--- src/source/gat_pkg.sv ---
// GAT weight stage shared types

package gat_pkg;

  // ==========================================================================
  // Widths
  // ==========================================================================
  parameter int DATA_WIDTH    = 8;
  parameter int WH_WIDTH      = 20;
  parameter int SCORE_WIDTH   = 32;
  // Covers the largest supported NUM_FEATURE_IN
  parameter int COL_IDX_WIDTH = 11;

  // ==========================================================================
  // Value types
  // ==========================================================================
  typedef logic signed [DATA_WIDTH-1:0]  data_t;
  typedef logic signed [WH_WIDTH-1:0]    wh_t;
  typedef logic signed [SCORE_WIDTH-1:0] score_t;

  // One nonzero element of a sparse H row
  typedef struct packed {
    data_t                    value;
    logic [COL_IDX_WIDTH-1:0] col_idx;
    logic                     last;
  } h_elem_t;

  // Weight loader FSM
  typedef enum logic [1:0] {
    IDLE,
    LOAD,
    DONE
  } loader_state_e;

endpackage

--- src/source/wgt_bram.sv ---
// Simple dual-port block memory
`timescale 1ns/100ps

module wgt_bram #(
  parameter int DATA_W = 8,
  parameter int DEPTH  = 64,
  localparam int ADDR_W = (DEPTH > 1) ? $clog2(DEPTH) : 1
) (
  input  logic              clk,
  input  logic              rst_n,
  input  logic              wr_en,
  input  logic [ADDR_W-1:0] wr_addr,
  input  logic [DATA_W-1:0] wr_data,
  input  logic [ADDR_W-1:0] rd_addr,
  output logic [DATA_W-1:0] rd_data
);

  logic [DATA_W-1:0] mem [DEPTH];

  // Write port
  always_ff @(posedge clk) begin
    if (wr_en) begin
      mem[wr_addr] <= wr_data;
    end
  end

  // Registered read port, one cycle after the address
  always_ff @(posedge clk or negedge rst_n) begin
    if (!rst_n) begin
      rd_data <= '0;
    end else begin
      rd_data <= mem[rd_addr];
    end
  end

endmodule

--- src/source/w_loader.sv ---
// Weight column splitter
`timescale 1ns/100ps

module w_loader #(
  parameter int NUM_FEATURE_IN  = 8,
  parameter int NUM_FEATURE_OUT = 4,
  localparam int W_SIZE      = NUM_FEATURE_IN * NUM_FEATURE_OUT,
  localparam int A_SIZE      = 2 * NUM_FEATURE_OUT,
  localparam int WGT_DEPTH   = W_SIZE + A_SIZE,
  localparam int WGT_ADDR_W  = (WGT_DEPTH > 1) ? $clog2(WGT_DEPTH) : 1,
  localparam int FEAT_ADDR_W = (NUM_FEATURE_IN > 1) ? $clog2(NUM_FEATURE_IN) : 1
) (
  input  logic                                      clk,
  input  logic                                      rst_n,
  input  logic                                      w_vld,
  output logic                                      w_rdy,
  output logic [WGT_ADDR_W-1:0]                     wgt_rd_addr,
  input  gat_pkg::data_t                            wgt_rd_data,
  input  logic [FEAT_ADDR_W-1:0]                    col_rd_addr,
  output gat_pkg::data_t [NUM_FEATURE_OUT-1:0]      col_rd_data,
  output gat_pkg::data_t [2*NUM_FEATURE_OUT-1:0]    a_vec
);

  localparam int COL_W   = (NUM_FEATURE_OUT > 1) ? $clog2(NUM_FEATURE_OUT) : 1;
  localparam int A_IDX_W = $clog2(A_SIZE);

  gat_pkg::loader_state_e state_q, state_d;

  logic [WGT_ADDR_W-1:0]  rd_addr_q;
  logic                   addr_end_q;
  logic                   issue;
  logic [FEAT_ADDR_W-1:0] row_q;
  logic [COL_W-1:0]       col_q;

  // Destination info, one cycle behind the read address
  logic                   wr_vld_q;
  logic [WGT_ADDR_W-1:0]  wr_addr_q;
  logic [FEAT_ADDR_W-1:0] wr_row_q;
  logic [COL_W-1:0]       wr_col_q;
  logic                   wr_is_a;
  logic                   wr_last;
  logic [A_IDX_W-1:0]     wr_a_idx;

  gat_pkg::data_t [A_SIZE-1:0] a_q;
  logic                        w_rdy_q;

  // ==========================================================================
  // Address sequencing
  // ==========================================================================
  assign issue = w_vld && ((state_q == gat_pkg::IDLE) ||
                           (state_q == gat_pkg::LOAD && !addr_end_q));

  always_comb begin
    state_d = state_q;
    case (state_q)
      gat_pkg::IDLE: if (w_vld) state_d = gat_pkg::LOAD;
      gat_pkg::LOAD: if (wr_vld_q && wr_last) state_d = gat_pkg::DONE;
      default:       state_d = gat_pkg::DONE;
    endcase
  end

  always_ff @(posedge clk or negedge rst_n) begin
    if (!rst_n) begin
      state_q    <= gat_pkg::IDLE;
      rd_addr_q  <= '0;
      addr_end_q <= 1'b0;
      row_q      <= '0;
      col_q      <= '0;
      wr_vld_q   <= 1'b0;
      wr_addr_q  <= '0;
      wr_row_q   <= '0;
      wr_col_q   <= '0;
      w_rdy_q    <= 1'b0;
    end else begin
      state_q  <= state_d;
      wr_vld_q <= issue;
      w_rdy_q  <= (state_q == gat_pkg::DONE);
      if (issue) begin
        wr_addr_q <= rd_addr_q;
        wr_row_q  <= row_q;
        wr_col_q  <= col_q;
        if (rd_addr_q == WGT_ADDR_W'(WGT_DEPTH - 1)) begin
          addr_end_q <= 1'b1;
        end else begin
          rd_addr_q <= rd_addr_q + 1'b1;
        end
        // Row and column of the W entry being read
        if (col_q == COL_W'(NUM_FEATURE_OUT - 1)) begin
          col_q <= '0;
          row_q <= row_q + 1'b1;
        end else begin
          col_q <= col_q + 1'b1;
        end
      end
    end
  end

  assign wr_is_a  = (wr_addr_q >= WGT_ADDR_W'(W_SIZE));
  assign wr_last  = (wr_addr_q == WGT_ADDR_W'(WGT_DEPTH - 1));
  assign wr_a_idx = A_IDX_W'(wr_addr_q - WGT_ADDR_W'(W_SIZE));

  // ==========================================================================
  // Column memories, one per output feature
  // ==========================================================================
  for (genvar c = 0; c < NUM_FEATURE_OUT; c++) begin : g_col
    wgt_bram #(
      .DATA_W (gat_pkg::DATA_WIDTH),
      .DEPTH  (NUM_FEATURE_IN)
    ) col_bram_i (
      .clk     (clk),
      .rst_n   (rst_n),
      .wr_en   (wr_vld_q && !wr_is_a && (wr_col_q == COL_W'(c))),
      .wr_addr (wr_row_q),
      .wr_data (wgt_rd_data),
      .rd_addr (col_rd_addr),
      .rd_data (col_rd_data[c])
    );
  end

  // Attention vector capture
  always_ff @(posedge clk) begin
    if (wr_vld_q && wr_is_a) begin
      a_q[wr_a_idx] <= wgt_rd_data;
    end
  end

  assign wgt_rd_addr = rd_addr_q;
  assign a_vec       = a_q;
  assign w_rdy       = w_rdy_q;

endmodule

--- config.mk ---
export PLATFORM = sky130hd
export DESIGN_NAME = w_loader
export DESIGN_NICKNAME = d
export VERILOG_FILES = /design/src/source/gat_pkg.sv /design/src/source/wgt_bram.sv /design/src/source/w_loader.sv
export SDC_FILE = /design/constraint.sdc
export NUM_CORES = 1
export LEC_CHECK = 0
export BUFFER_PORTS_ARGS = -buffer_cell sky130_fd_sc_hd__buf_2
export CAP_MARGIN = 20
export CORE_MARGIN = 10
export CORE_UTILIZATION = 59
export CTS_CLUSTER_SIZE = 12
export DETAILED_ROUTE_END_ITERATION = 10
export PLACE_DENSITY = 0.79
export SYNTH_ARGS = -nofsm -noshare
export SYNTH_HDL_FRONTEND = slang
export SYNTH_SLANG_ARGS = --single-unit
--- constraint.sdc ---
create_clock -name clk -period 2.7 [get_ports clk]
set_clock_uncertainty 0.15 [all_clocks]
set_input_delay 0.405 -clock clk [delete_from_list [all_inputs] [get_ports clk]]
set_output_delay 0.405 -clock clk [all_outputs]
set_load 0.01 [all_outputs]
== After elaboration in Yosys (flattened, before gate mapping) ==
Memories as Yosys holds them, arrays and structs flattened. A register that Yosys moved wholly into a read port is not among the register bits.
Index checks and enable logic that the tools add are counted.

* Add/subtract/negate cells: 4
* $lt $le $gt $ge: 3
* Muxes and demuxes: 15
* Bitwise gates (word level): 1
* Reduce and logical (&&, ||, !) cells: 23
* Eq/ne operators: 10

{| class="wikitable"
|+ Operators with widths
! cell !! number
|-
| $bwmux W64 || 1
|-
| $demux W8 S3 || 1
|-
| $eq A6 B6 Y1 const B || 2
|-
| $logic_and A1 B1 Y1 || 10
|-
| $eq A2 B2 Y1 const B || 4
|-
| $mux W1 || 8
|-
| $mux W8 || 1
|-
| $reduce_and A2 Y1 || 4
|-
| $add A6 B1 Y6 const B || 1
|-
| $ge A6 B6 Y1 const B || 1
|-
| $logic_not A1 Y1 || 6
|-
| $mux W2 || 3
|-
| $eq A2 B1 Y1 const B || 2
|-
| $logic_not A2 Y1 || 2
|-
| $lt A3 B4 Y1 const B || 1
|-
| $pmux W2 S2 || 1
|-
| $add A3 B1 Y3 const B || 1
|-
| $ge A3 B1 Y1 const B || 1
|-
| $sub A3 B1 Y3 const B || 1
|-
| $add A2 B1 Y2 const B || 1
|-
| $ne A2 B1 Y1 const B || 1
|-
| $ne A2 B2 Y1 const B || 1
|-
| $logic_or A1 B1 Y1 || 1
|-
| $not A1 Y1 || 1
|}

* Memory bits (writable): 256
* Input bits: 14
* Memories kept: 4
* Output and inout bits: 103
* Flip-flop bits (word level): 91

{| class="wikitable"
|+ Memory list
! name !! depth !! width !! read ports !! clocked after Yosys merged registers in !! write ports !! RTL line !! RTL
|-
| g_col[0].col_bram_i.mem || 8 || 8 || 1 || 1 || 1 || wgt_bram.sv:18 || <nowiki>logic [DATA_W-1:0] mem [DEPTH];</nowiki>
|-
| g_col[1].col_bram_i.mem || 8 || 8 || 1 || 1 || 1 || wgt_bram.sv:18 ||
|-
| g_col[2].col_bram_i.mem || 8 || 8 || 1 || 1 || 1 || wgt_bram.sv:18 ||
|-
| g_col[3].col_bram_i.mem || 8 || 8 || 1 || 1 || 1 || wgt_bram.sv:18 ||
|}

== Longest topological paths before layout ==
Gate-level depths: netlist of run 1.

* Word-level depth: 6
* Gate-level depth with buffers: 5

== Hierarchy ==
From an unflattened synthesis of run 1, not the netlist that was laid out.

* Cells, all modules: 640
* Area, all modules: 14074.7 sq um

{| class="wikitable"
|+ Modules (own cells, without submodules)
! module !! times used !! cells an instance !! area each (sq um)
|-
| wgt_bram || 4 || 114 || 2731.4
|-
| w_loader || 1 || 184 || 3149.3
|}

== Worst setup path after synthesis of run 1 ==
OpenSTA, ideal clock, no wires.

* Path type: register -> register
* From: register wr_addr_q[5]
* To: memory g_col[1].col_bram_i.mem[5][0] (enable)
* Arrival time: 1542 ps
* Period minus slack after synthesis: 2063 ps
* Path slack: 637 ps
* Stages on the path, launching flop included: 5
* Library setup time: 370 ps
* Path through: dfrtp_1 > nand2b_1 > or3b_2 > clkbuf_1 > nor2_1

* Longest elaborated chain between the ends: 6

{| class="wikitable"
|+ RTL lines
! what !! RTL line !! RTL
|-
| from (decl) || w_loader.sv:37 || <nowiki>logic [WGT_ADDR_W-1:0] wr_addr_q;</nowiki>
|-
| from (signal assigned) || w_loader.sv:79 || <nowiki>wr_addr_q <= rd_addr_q;</nowiki>
|-
| $ge A6 B6 Y1 || w_loader.sv:98 || <nowiki>assign wr_is_a = (wr_addr_q >= WGT_ADDR_W'(W_SIZE));</nowiki>
|-
| $logic_not A1 Y1 || w_loader.sv:112 || <nowiki>.wr_en (wr_vld_q && !wr_is_a && (wr_col_q == COL_W'(c))),</nowiki>
|-
| $logic_and A1 B1 Y1 (2 in series) || w_loader.sv:112 ||
|-
| $mux W1 || wgt_bram.sv:22 || <nowiki>if (wr_en) begin</nowiki>
|-
| $mux W1 (implied by the code) || wgt_bram.sv:23 || <nowiki>mem[wr_addr] <= wr_data;</nowiki>
|-
| to (decl) || wgt_bram.sv:18 ||
|}

Every way passes these cells.

== Final worst setup path of run 1 ==
* From: register wr_addr_q[5]
* To: memory g_col[1].col_bram_i.mem[6][5] (enable)

Same word-level chain as after synthesis.

==> impl_metrics.json, run 1 <==
{
  "worstPathMaxFanout": 8,
  "grt_pass1_vias": 7028,
  "place_ws_ps": 366.4,
  "place_area_sq_um": 15000,
  "synth_seq_cells": 379,
  "cts-htree-levels": 2,
  "numCtsBuffers": 38,
  "cp-start-kind": "flip-flop",
  "ios": 117,
  "overflow": 0,
  "drtIter0Drc": 505,
  "drtPass1Iterations": 5,
  "reg2regPathDepth": 3,
  "critPathMaxStageDelay_ps": 630,
  "synth_fp_nets": 622,
  "core_sq_um": 23260,
  "grt_pass1_wl_microns": 43460,
  "via_per_inst": 5.824,
  "seq_area_frac_synth_pct": 80.02,
  "clock_latency_ps": 520,
  "ys_types": 32,
  "fin_crit_ps": 2294,
  "crit_chain": "nand2b_1, or3b_2, nor2_1",
  "drive_above_1_share_pct": 33.54,
  "cts_tree": "yes",
  "ctsResizeCount": 0,
  "antenna_found_initial": 0,
  "slew_viol_final": 0,
  "pwr-share-clk_pct": 36.7,
  "p_leak_nw": 5.690,
  "finalInstanceArea_sq_um": 16110,
  "ys_warn_count": 0,
  "place.gp.congestion": 0.7553,
  "drcViolationCount": 0,
  "postSynthCellCount": 605,
  "p_sw_mw": 2.958,
  "final_antenna_net_count": 0,
  "dieArea_sq_um": 30010,
  "ir_drop_mv": 0.6158,
  "grt_setup_unrepaired": "no",
  "synth_area_sq_um": 13850,
  "hold_class": "input port to flip-flop",
  "drv_cap": 0,
  "tns_ps": 0,
  "period_share_pct": 84.96,
  "clkTransAtPathRegs_ps": 60,
  "cts_max_path_buffers": 3,
  "cts.sinks": 379,
  "routed_wl_microns": 28290,
  "synth_area_per_cell_sq_um": 22.90,
  "end_kind": "flip-flop",
  "setup_slack_ps": 406.0,
  "grt_max_degree": 55,
  "finalHoldViolations": 0,
  "tightest_slew_ps": 914.1,
  "cp_slowest_cell": "nor2_1",
  "antenna_cells": 0,
  "timing_worst_setup_path_type": "flip-flop to flip-flop",
  "outcome": "complete, no violations",
  "cts-root-buf": "clkbuf_16",
  "p_comb_share_pct": 9.3,
  "p_int_mw": 9.949,
  "fin_nets": 791,
  "critPathArrivalTime_ps": 2300,
  "start_util_pct": 59.55,
  "syn_to_final_growth_pct": 16.26,
  "hold_depth": 3,
  "grt_usage_pct": 18.84,
  "io_buffer_count": 116,
  "fmaxAchievable_ghz": 0.4359,
  "dp_hpwl_microns": 16900,
  "power_density_nw_per_um2": 801.4,
  "maxSlewHeadroom_pct": 39.06,
  "num_rows": 56,
  "vias": 6511,
  "wl_per_cell_microns": 25.30,
  "switching_share_pct": 22.92,
  "cp.required_ps": 2700,
  "die_y_microns": 173.2,
  "setup-violations-final": 0,
  "p_seq_share_pct": 54.1,
  "die_x_microns": 173.2
}
## power by group through the flow
stage	Combinational (mW)	Clock (mW)	Sequential, mW
2_1_floorplan	0.680	0	7.07
4_1_cts	1.22	4.79	6.98
3_5_place_dp	1.20	0	7.08
5_1_grt	1.30	5.03	7.02
6_report	1.20	4.73	6.98
3_3_place_gp	1.14	0	7.05
## worst paths after layout
kind,from,endpoint,slack [ps]
max in group asynchronous,rst_n,g_col[3].col_bram_i.rd_data[3],1400
min in group asynchronous,rst_n,wr_addr_q[5],250
setup reg to reg,wr_addr_q[5],g_col[1].col_bram_i.mem[6][5],410
hold reg to reg,row_q[2],row_q[2],330
setup / recovery,wr_addr_q[5],g_col[1].col_bram_i.mem[6][5],410
hold / removal,w_vld,state_q[0],40
## logic make-up (layout without fill, tap and decap cells)
logic type | count (synthesis) | in the layout | share of synthesized area [%]
flip-flops | 379 | 379 | 80.02
adder cells (fa/ha/maj) | 3 | 3 | 0.2710
AND/OR/NAND/NOR | 80 | 80 | 2.755
XOR/XNOR | 5 | 5 | 0.3161
buffers and inverters | 22 | 216 | 1.048
AO/OA/AOI/OAI | 4 | 4 | 0.2077
multiplexers | 112 | 112 | 15.38
## cell usage in the layout (no fill, tap or decap), types with 2 or more instances in the layout
cell type	instances
and3_1	2
buf_12	4
buf_2	115
buf_4	31
clkbuf_1	22
clkbuf_16	38
clkbuf_8	3
dfrtp_1	59
edfxtp_1	320
ha_1	3
mux2_2	47
mux4_1	40
mux4_2	24
nand2_1	8
nand2b_1	4
nand3_1	4
nand3b_1	4
nor2_1	44
nor3_1	3
or3_1	2
or3b_2	3
xnor2_1	4
## worst max-delay path, delay by kind of cell (launching register included)
kind / cells / cell delay [ps]
and+or+nand+nor: 3 / 1360
DFF: 1 / 420
## repair_timing
item                      4_1_cts  5_1_grt
buffers inserted                0        0
hold endpoints to repair       17        0
hold buffers                    1        0
## sequential cells by signal (all words and copies together), names as in the netlist
register,cells
g_col.col_bram_i.mem,256
a_vec,64
wr_col_q,2
col_q,2
wr_addr_q,6
g_col.col_bram_i.rd_data,32
state_q,2
wr_vld_q,1
addr_end_q,1
wgt_rd_addr,6
wr_row_q,3
row_q,3
w_rdy,1
## cell type report
class                      count  area (sq um)
fill                        1441          7157
clock inverter                 2         25.02
multi-input combinational    204          2623
clock buffer                  63          1075
timing repair buffer         151         898.4
sequential                   379         11090
tap                          319         399.1
## Yosys cell counts (all sizes together)
cell type	instances	area share, %
a211o	1	0.063
a21o	1	0.054
a21oi	1	0.036
and3	2	0.090
buf	17	0.91
clkbuf	5	0.14
dfrtp	59	11
edfxtp	320	69
ha	3	0.27
mux2	47	3.8
mux2i	1	0.072
mux4	64	11
nand2	8	0.22
nand2b	4	0.18
nand3	4	0.14
nand3b	4	0.22
nand4	1	0.045
nand4b	1	0.063
nor2	44	1.2
nor2b	1	0.045
nor3	3	0.11
nor3b	1	0.054
nor4bb	1	0.072
o21bai	1	0.054
or2	1	0.045
or3	2	0.090
or3b	3	0.19
xnor2	4	0.25
xor2	1	0.063
## per-layer routing
layer	vias up	GRT usage [%]	routed length, microns
met1	3371	24.18	11340
met3	45	5.685	2320
li1	2816	-	-
met4	0	5.965	608
met5	-	0	0
met2	279	30.53	14020
## metrics by stage
step | power, mW | instances | hold WS (ps) | utilization (%)
finish | 12.91 | 1118 | 38.57 | 69.23
global route | 13.35 | 1118 | 21.36 | 69.23
CTS | 12.98 | 1118 | 11.76 | 69.23
detailed placement | 8.287 | 1052 | 222.0 | 64.46
global placement | 8.188 | 1052 | 213.9 | 64.46
floorplan | 7.753 | 605 | -40.59 | -
(Power assumes the default switching activity.)
==> run 2: changes to the inputs <==
ABC_AREA = 1   (was default)
clock period = 2.31 ns   (was 2.7 ns; I/O delays follow)
==> impl_metrics.json, run 2 <==
{
  "outcome": "complete, no violations",
  "r2r_end": "g_col[2].col_bram_i.mem[3][0]",
  "wl_per_cell_microns": 19.83,
  "holdBufCountCts": 2,
  "io_buffer_count": 116,
  "seq_area_frac_synth_pct": 76.78,
  "cts-root-buf": "clkbuf_16",
  "yosys-top-cells-area": "edfxtp_1 (67%), dfrtp_1 (10%), nand2_1 (6.2%)",
  "ys_warn_count": 0,
  "place.gp.congestion": 0.8649,
  "finalPower_mw": 15.25,
  "num_rows": 57,
  "grt_pass1_wl_microns": 50910,
  "cp.required_ps": 2390,
  "fin_nets": 1330,
  "core_sq_um": 24180,
  "maxSlewHeadroom_pct": 54.22,
  "cts-htree-levels": 2,
  "largest_reg_flops": 256,
  "p_leak_nw": 6.595,
  "cp-start-kind": "flip-flop",
  "tns_ps": 0,
  "die_y_microns": 176.4,
  "drtIter0Drc": 1010,
  "grt_max_degree": 97,
  "ios": 117,
  "clkTransAtPathRegs_ps": 60,
  "clock_latency_ps": 530,
  "multi_input_area_sq_um": 2796,
  "grt_setup_unrepaired": "no",
  "synth_top_area_cell": "edfxtp_1",
  "postSynthCellCount": 1143,
  "netlist_top_cells_count": "edfxtp_1 (320), nand2_1 (240), nor2_1 (239)",
  "post_cts_buffers": 0,
  "grt_pass1_vias": 9154,
  "path_common_cell": "nor2_1",
  "synth.most_common_cell": "edfxtp_1",
  "drive_above_1_share_pct": 16.98,
  "final_antenna_net_count": 0,
  "reg2regPathDepth": 4,
  "yosysTopAreaCellShare_pct": 66.55,
  "seqCellArea_sq_um": 11090,
  "layout_commonest_cell": "edfxtp_1",
  "period_share_pct": 87.20,
  "synth_area_per_cell_sq_um": 12.63,
  "synth_edf_count": 320,
  "vias": 9232,
  "fmaxAchievable_ghz": 0.4965,
  "start_util_pct": 59.72,
  "cts_max_path_buffers": 3,
  "final_cell_mix": "edfxtp_1 (320), nand2_1 (240), nor2_1 (239), buf_2 (115), o21ai_0 (71)",
  "critPathMaxStageDelay_ps": 410,
  "end_kind": "flip-flop",
  "ir_drop_mv": 0.6420,
  "drcViolationCount": 0,
  "tightest_slew_ps": 684.2,
  "r2r_start": "wr_addr_q[5]",
  "yosys_most_used_dff": "edfxtp_1",
  "fillers": 1574,
  "drv_cap": 0,
  "hold_class": "input port to async pin",
  "fin_crit_ps": 2014,
  "cts.sinks": 379,
  "drtPass1Iterations": 5,
  "synth_fp_nets": 1160,
  "die_x_microns": 176.4,
  "numCtsBuffers": 38,
  "critPathArrivalTime_ps": 2100,
  "top_register": "g_col.col_bram_i.mem",
  "crit_chain": "nor2_1, nand3_1, nor2_1, buf_4",
  "dp_hpwl_microns": 20380,
  "synth_seq_cells": 379,
  "reg2reg_slack_ps": 300,
  "power_density_nw_per_um2": 909.3,
  "dieArea_sq_um": 31130,
  "syn_to_final_growth_pct": 16.17,
  "slew_viol_final": 0,
  "timing_worst_setup_path_type": "flip-flop to flip-flop",
  "ctsResizeCount": 0,
  "routed_wl_microns": 33050,
  "antenna_cells": 0,
  "async_reset_ff_share_pct": 15.57,
  "cts_tree": "yes",
  "worstPathMaxFanout": 8,
  "cp_slowest_cell": "dfrtp_1",
  "via_per_inst": 5.538,
  "antenna_found_initial": 0,
  "finalHoldViolations": 0,
  "grt_usage_pct": 21.00,
  "synth_area_sq_um": 14440,
  "ys_types": 24,
  "setup-violations-final": 0,
  "overflow": 0
}
run 2: cell count changes after synthesis, moves of 40 or more:
| cell | previous run | this run |
|---|---|---|
| o21ai_0 | 0 | 71 |
| mux2_2 | 47 | 0 |
| nand2_1 | 8 | 240 |
| o21ai_1 | 0 | 41 |
| nor2_1 | 44 | 239 |
| inv_1 | 0 | 56 |
| mux4_1 | 40 | 0 |
run 2: worst max-delay path, delay by kind of cell, from the launching register on:
kind          cells  cell delay (ps)
buf+inv           1              210
flops             1              410
simple gates      3              940
run 2: worst max-delay path by stage:
stage	from	to	slack [ps]	cells after the start
final	wr_addr_q[5]	g_col[2].col_bram_i.mem[3][0]	300	4
after global routing	wr_addr_q[5]	g_col[2].col_bram_i.mem[3][3]	220	4
after CTS	wr_addr_q[5]	g_col[2].col_bram_i.mem[3][5]	320	4
after detailed placement	wr_addr_q[5]	g_col[2].col_bram_i.mem[0][2]	370	4
after global placement	wr_addr_q[5]	g_col[2].col_bram_i.mem[7][1]	470	4
after floorplan	wr_addr_q[5]	g_col[0].col_bram_i.mem[0][0]	580	3
run 2: cell type report:
cell class | count | share of cell area, %
Clock buffer | 64 | 6.311
Clock inverter | 6 | 0.4401
Inverter | 58 | 1.313
Multi-Input combinational cell | 654 | 16.67
Sequential cell | 379 | 66.09
Tap cell | 324 | 2.417
Timing Repair Buffer | 182 | 6.758
run 2: power breakdown:
part / internal (mW) / leakage, nW / total (mW) / switching [mW]
clock: 3.25 / 0.543 / 5.65 / 2.40
combinational: 0.455 / 2.44 / 1.52 / 1.06
sequential: 7.86 / 3.61 / 8.09 / 0.233
total: 11.6 / 6.60 / 15.3 / 3.70
run 2: routing by layer:
layer	part of all wire (%)	global-route usage, %	vias to the layer above
met1	38	26.88	4440
met2	51	36.17	490
met5	0	0	-
met3	8.5	3.545	70
met4	2.5	6.340	0
li1	-	-	4232
run 2: kinds of logic after synthesis:
logic type	Yosys count	share of synthesized area [%]
fa+ha+maj	3	0.2600
flops	379	76.78
xor+xnor	4	0.2427
simple gates	501	13.23
buf+inv	110	3.856
compound gates	146	5.633
run 2: stage by stage:
step                util [%]  std cells  area, sq um  hold WS [ps]  setup WS, ps
finish                 69.38       1667        16770         172.0         295.8
global route           69.38       1667        16770         172.9         220.6
CTS                    69.38       1667        16770         163.5         315.8
detailed placement     64.61       1595        15620         189.5         374.3
global placement       64.61       1595        15620         177.5         466.2
floorplan                  -       1143        14440        -99.09         583.2
==> run 3: changes to the inputs <==
CORE_UTILIZATION = 35   (was 59)
PLACE_DENSITY = default   (was 0.79)
clock period = 2.5 ns   (was 2.31 ns; I/O delays follow)
==> impl_metrics.json, run 3 (synthesized netlist as in run 2, its figures left out) <==
{
  "ios": 117,
  "fin_nets": 1320,
  "finalPower_mw": 14.43,
  "drtPass1Iterations": 5,
  "overflow": 0,
  "finalHoldViolations": 0,
  "slew_viol_final": 0,
  "drv_cap": 0,
  "setup_slack_ps": 489.4,
  "numCtsBuffers": 41,
  "io_buffer_count": 116,
  "drtIter0Drc": 631,
  "critPathMaxStageDelay_ps": 570,
  "final_antenna_net_count": 0,
  "fillers": 3808,
  "cp-start-kind": "flip-flop",
  "core_sq_um": 40830,
  "cts-root-buf": "clkbuf_16",
  "via_per_inst": 4.715,
  "crit_chain": "nor2_1, nand3_1, nor2_1",
  "setup-violations-final": 0,
  "path_common_cell": "nor2_1",
  "top_register": "g_col.col_bram_i.mem",
  "ctsResizeCount": 0,
  "place_ws_ps": 472.8,
  "die_x_microns": 223.1,
  "fmaxAchievable_ghz": 0.4974,
  "cts_tree": "yes",
  "critPathArrivalTime_ps": 2010,
  "clock_latency_ps": 520,
  "drcViolationCount": 0,
  "cp.required_ps": 2500,
  "wl_per_cell_microns": 18.19,
  "outcome": "complete, no violations",
  "drive_above_1_share_pct": 16.65,
  "grt_pass1_vias": 8825,
  "p_leak_nw": 6.590,
  "end_kind": "flip-flop",
  "grt_pass1_wl_microns": 52270,
  "dieArea_sq_um": 49780,
  "start_util_pct": 35.36,
  "cp_slowest_cell": "nor2_1",
  "die_y_microns": 223.1,
  "grt_usage_pct": 13.33,
  "antenna_cells": 0,
  "place.gp.congestion": 0.7474,
  "final_cell_mix": "edfxtp_1 (320), nand2_1 (240), nor2_1 (239), buf_2 (115), o21ai_0 (71)",
  "antenna_found_initial": 0,
  "cts-htree-levels": 2,
  "maxSlewHeadroom_pct": 42.74,
  "largest_reg_flops": 256,
  "post_cts_buffers": 0,
  "hold_class": "input port to flip-flop",
  "dp_hpwl_microns": 20860,
  "grt_setup_unrepaired": "no",
  "layout_commonest_cell": "edfxtp_1",
  "tns_ps": 0,
  "ir_drop_mv": 0.5671,
  "num_rows": 74,
  "period_share_pct": 80.43,
  "cts.sinks": 379,
  "cts_max_path_buffers": 3,
  "fin_crit_ps": 2011,
  "syn_to_final_growth_pct": 18.02,
  "routed_wl_microns": 33920,
  "power_density_nw_per_um2": 846.7,
  "clkTransAtPathRegs_ps": 60,
  "grt_max_degree": 71,
  "fin_util_pct": 41.73,
  "vias": 8793,
  "timing_worst_setup_path_type": "flip-flop to flip-flop",
  "worstPathMaxFanout": 8,
  "whs_ps": 154.1,
  "tightest_slew_ps": 858.9,
  "holdBufCountCts": 2
}
-- run 3: cell count changes in the layout (fill, tap and decap cells not counted) --
| cell | previous run | this run |
|---|---|---|
| clkinv_2 | 2 | 6 |
| clkbuf_16 | 38 | 41 |
| buf_4 | 61 | 48 |
| clkinv_8 | 1 | 0 |
| clkbuf_1 | 25 | 20 |
| clkinv_1 | 0 | 1 |
| clkbuf_8 | 1 | 3 |
| inv_6 | 2 | 0 |
| bufinv_16 | 1 | 2 |
-- run 3: worst paths after layout --
| path | slack, ps | end | start | cells past startpoint |
|---|---|---|---|---|
| worst max-delay path | 490 | g_col[0].col_bram_i.mem[0][3] | wr_addr_q[5] | 3 |
| worst min-delay path | 150 | g_col[3].col_bram_i.mem[2][0] | wgt_rd_data[0] | 1 |
| worst max register to register | 490 | g_col[0].col_bram_i.mem[0][3] | wr_addr_q[5] | 3 |
| worst min register to register | 320 | row_q[2] | row_q[2] | 2 |
| max in group asynchronous | 1210 | row_q[1] | rst_n | 3 |
| min in group asynchronous | 440 | g_col[1].col_bram_i.rd_data[7] | rst_n | 3 |
-- run 3: layout make-up --
class / count / area, sq um / area share (%)
clock buffer: 64 / 1142 / 6.704
clock inverter: 9 / 93.84 / 0.5507
inverter: 58 / 220.2 / 1.292
multi-input combinational: 654 / 2796 / 16.41
sequential: 379 / 11090 / 65.06
tap: 532 / 665.6 / 3.906
timing repair buffer: 169 / 1036 / 6.080
-- run 3: worst max-delay path: cells and delay by family, from the launching register on --
family	cells	cell delay, ps
AND/OR/NAND/NOR	3	1090
flip-flops	1	410
-- run 3: report_power, final --
part           total (mW)  switching [mW]  internal (mW)
Clock                5.61            2.28           3.34
Combinational        1.33           0.933          0.400
Sequential           7.48           0.223           7.26
Total                14.4            3.43           11.0
-- run 3: metal layers --
metal | track usage (%) | share of wire, % | vias to the layer above
met5 | 0 | 0 | -
met4 | 3.291 | 1.5 | 0
met3 | 2.576 | 4.9 | 40
met2 | 22.19 | 49 | 189
met1 | 17.52 | 45 | 4346
li1 | - | - | 4218
-- run 3: stage by stage --
stage	instance area (sq um)	std cells
after floorplan	14440	1143
after global placement	15780	1790
after detailed placement	15780	1790
after CTS	17040	1865
after global routing	17040	1865
final	17040	1865
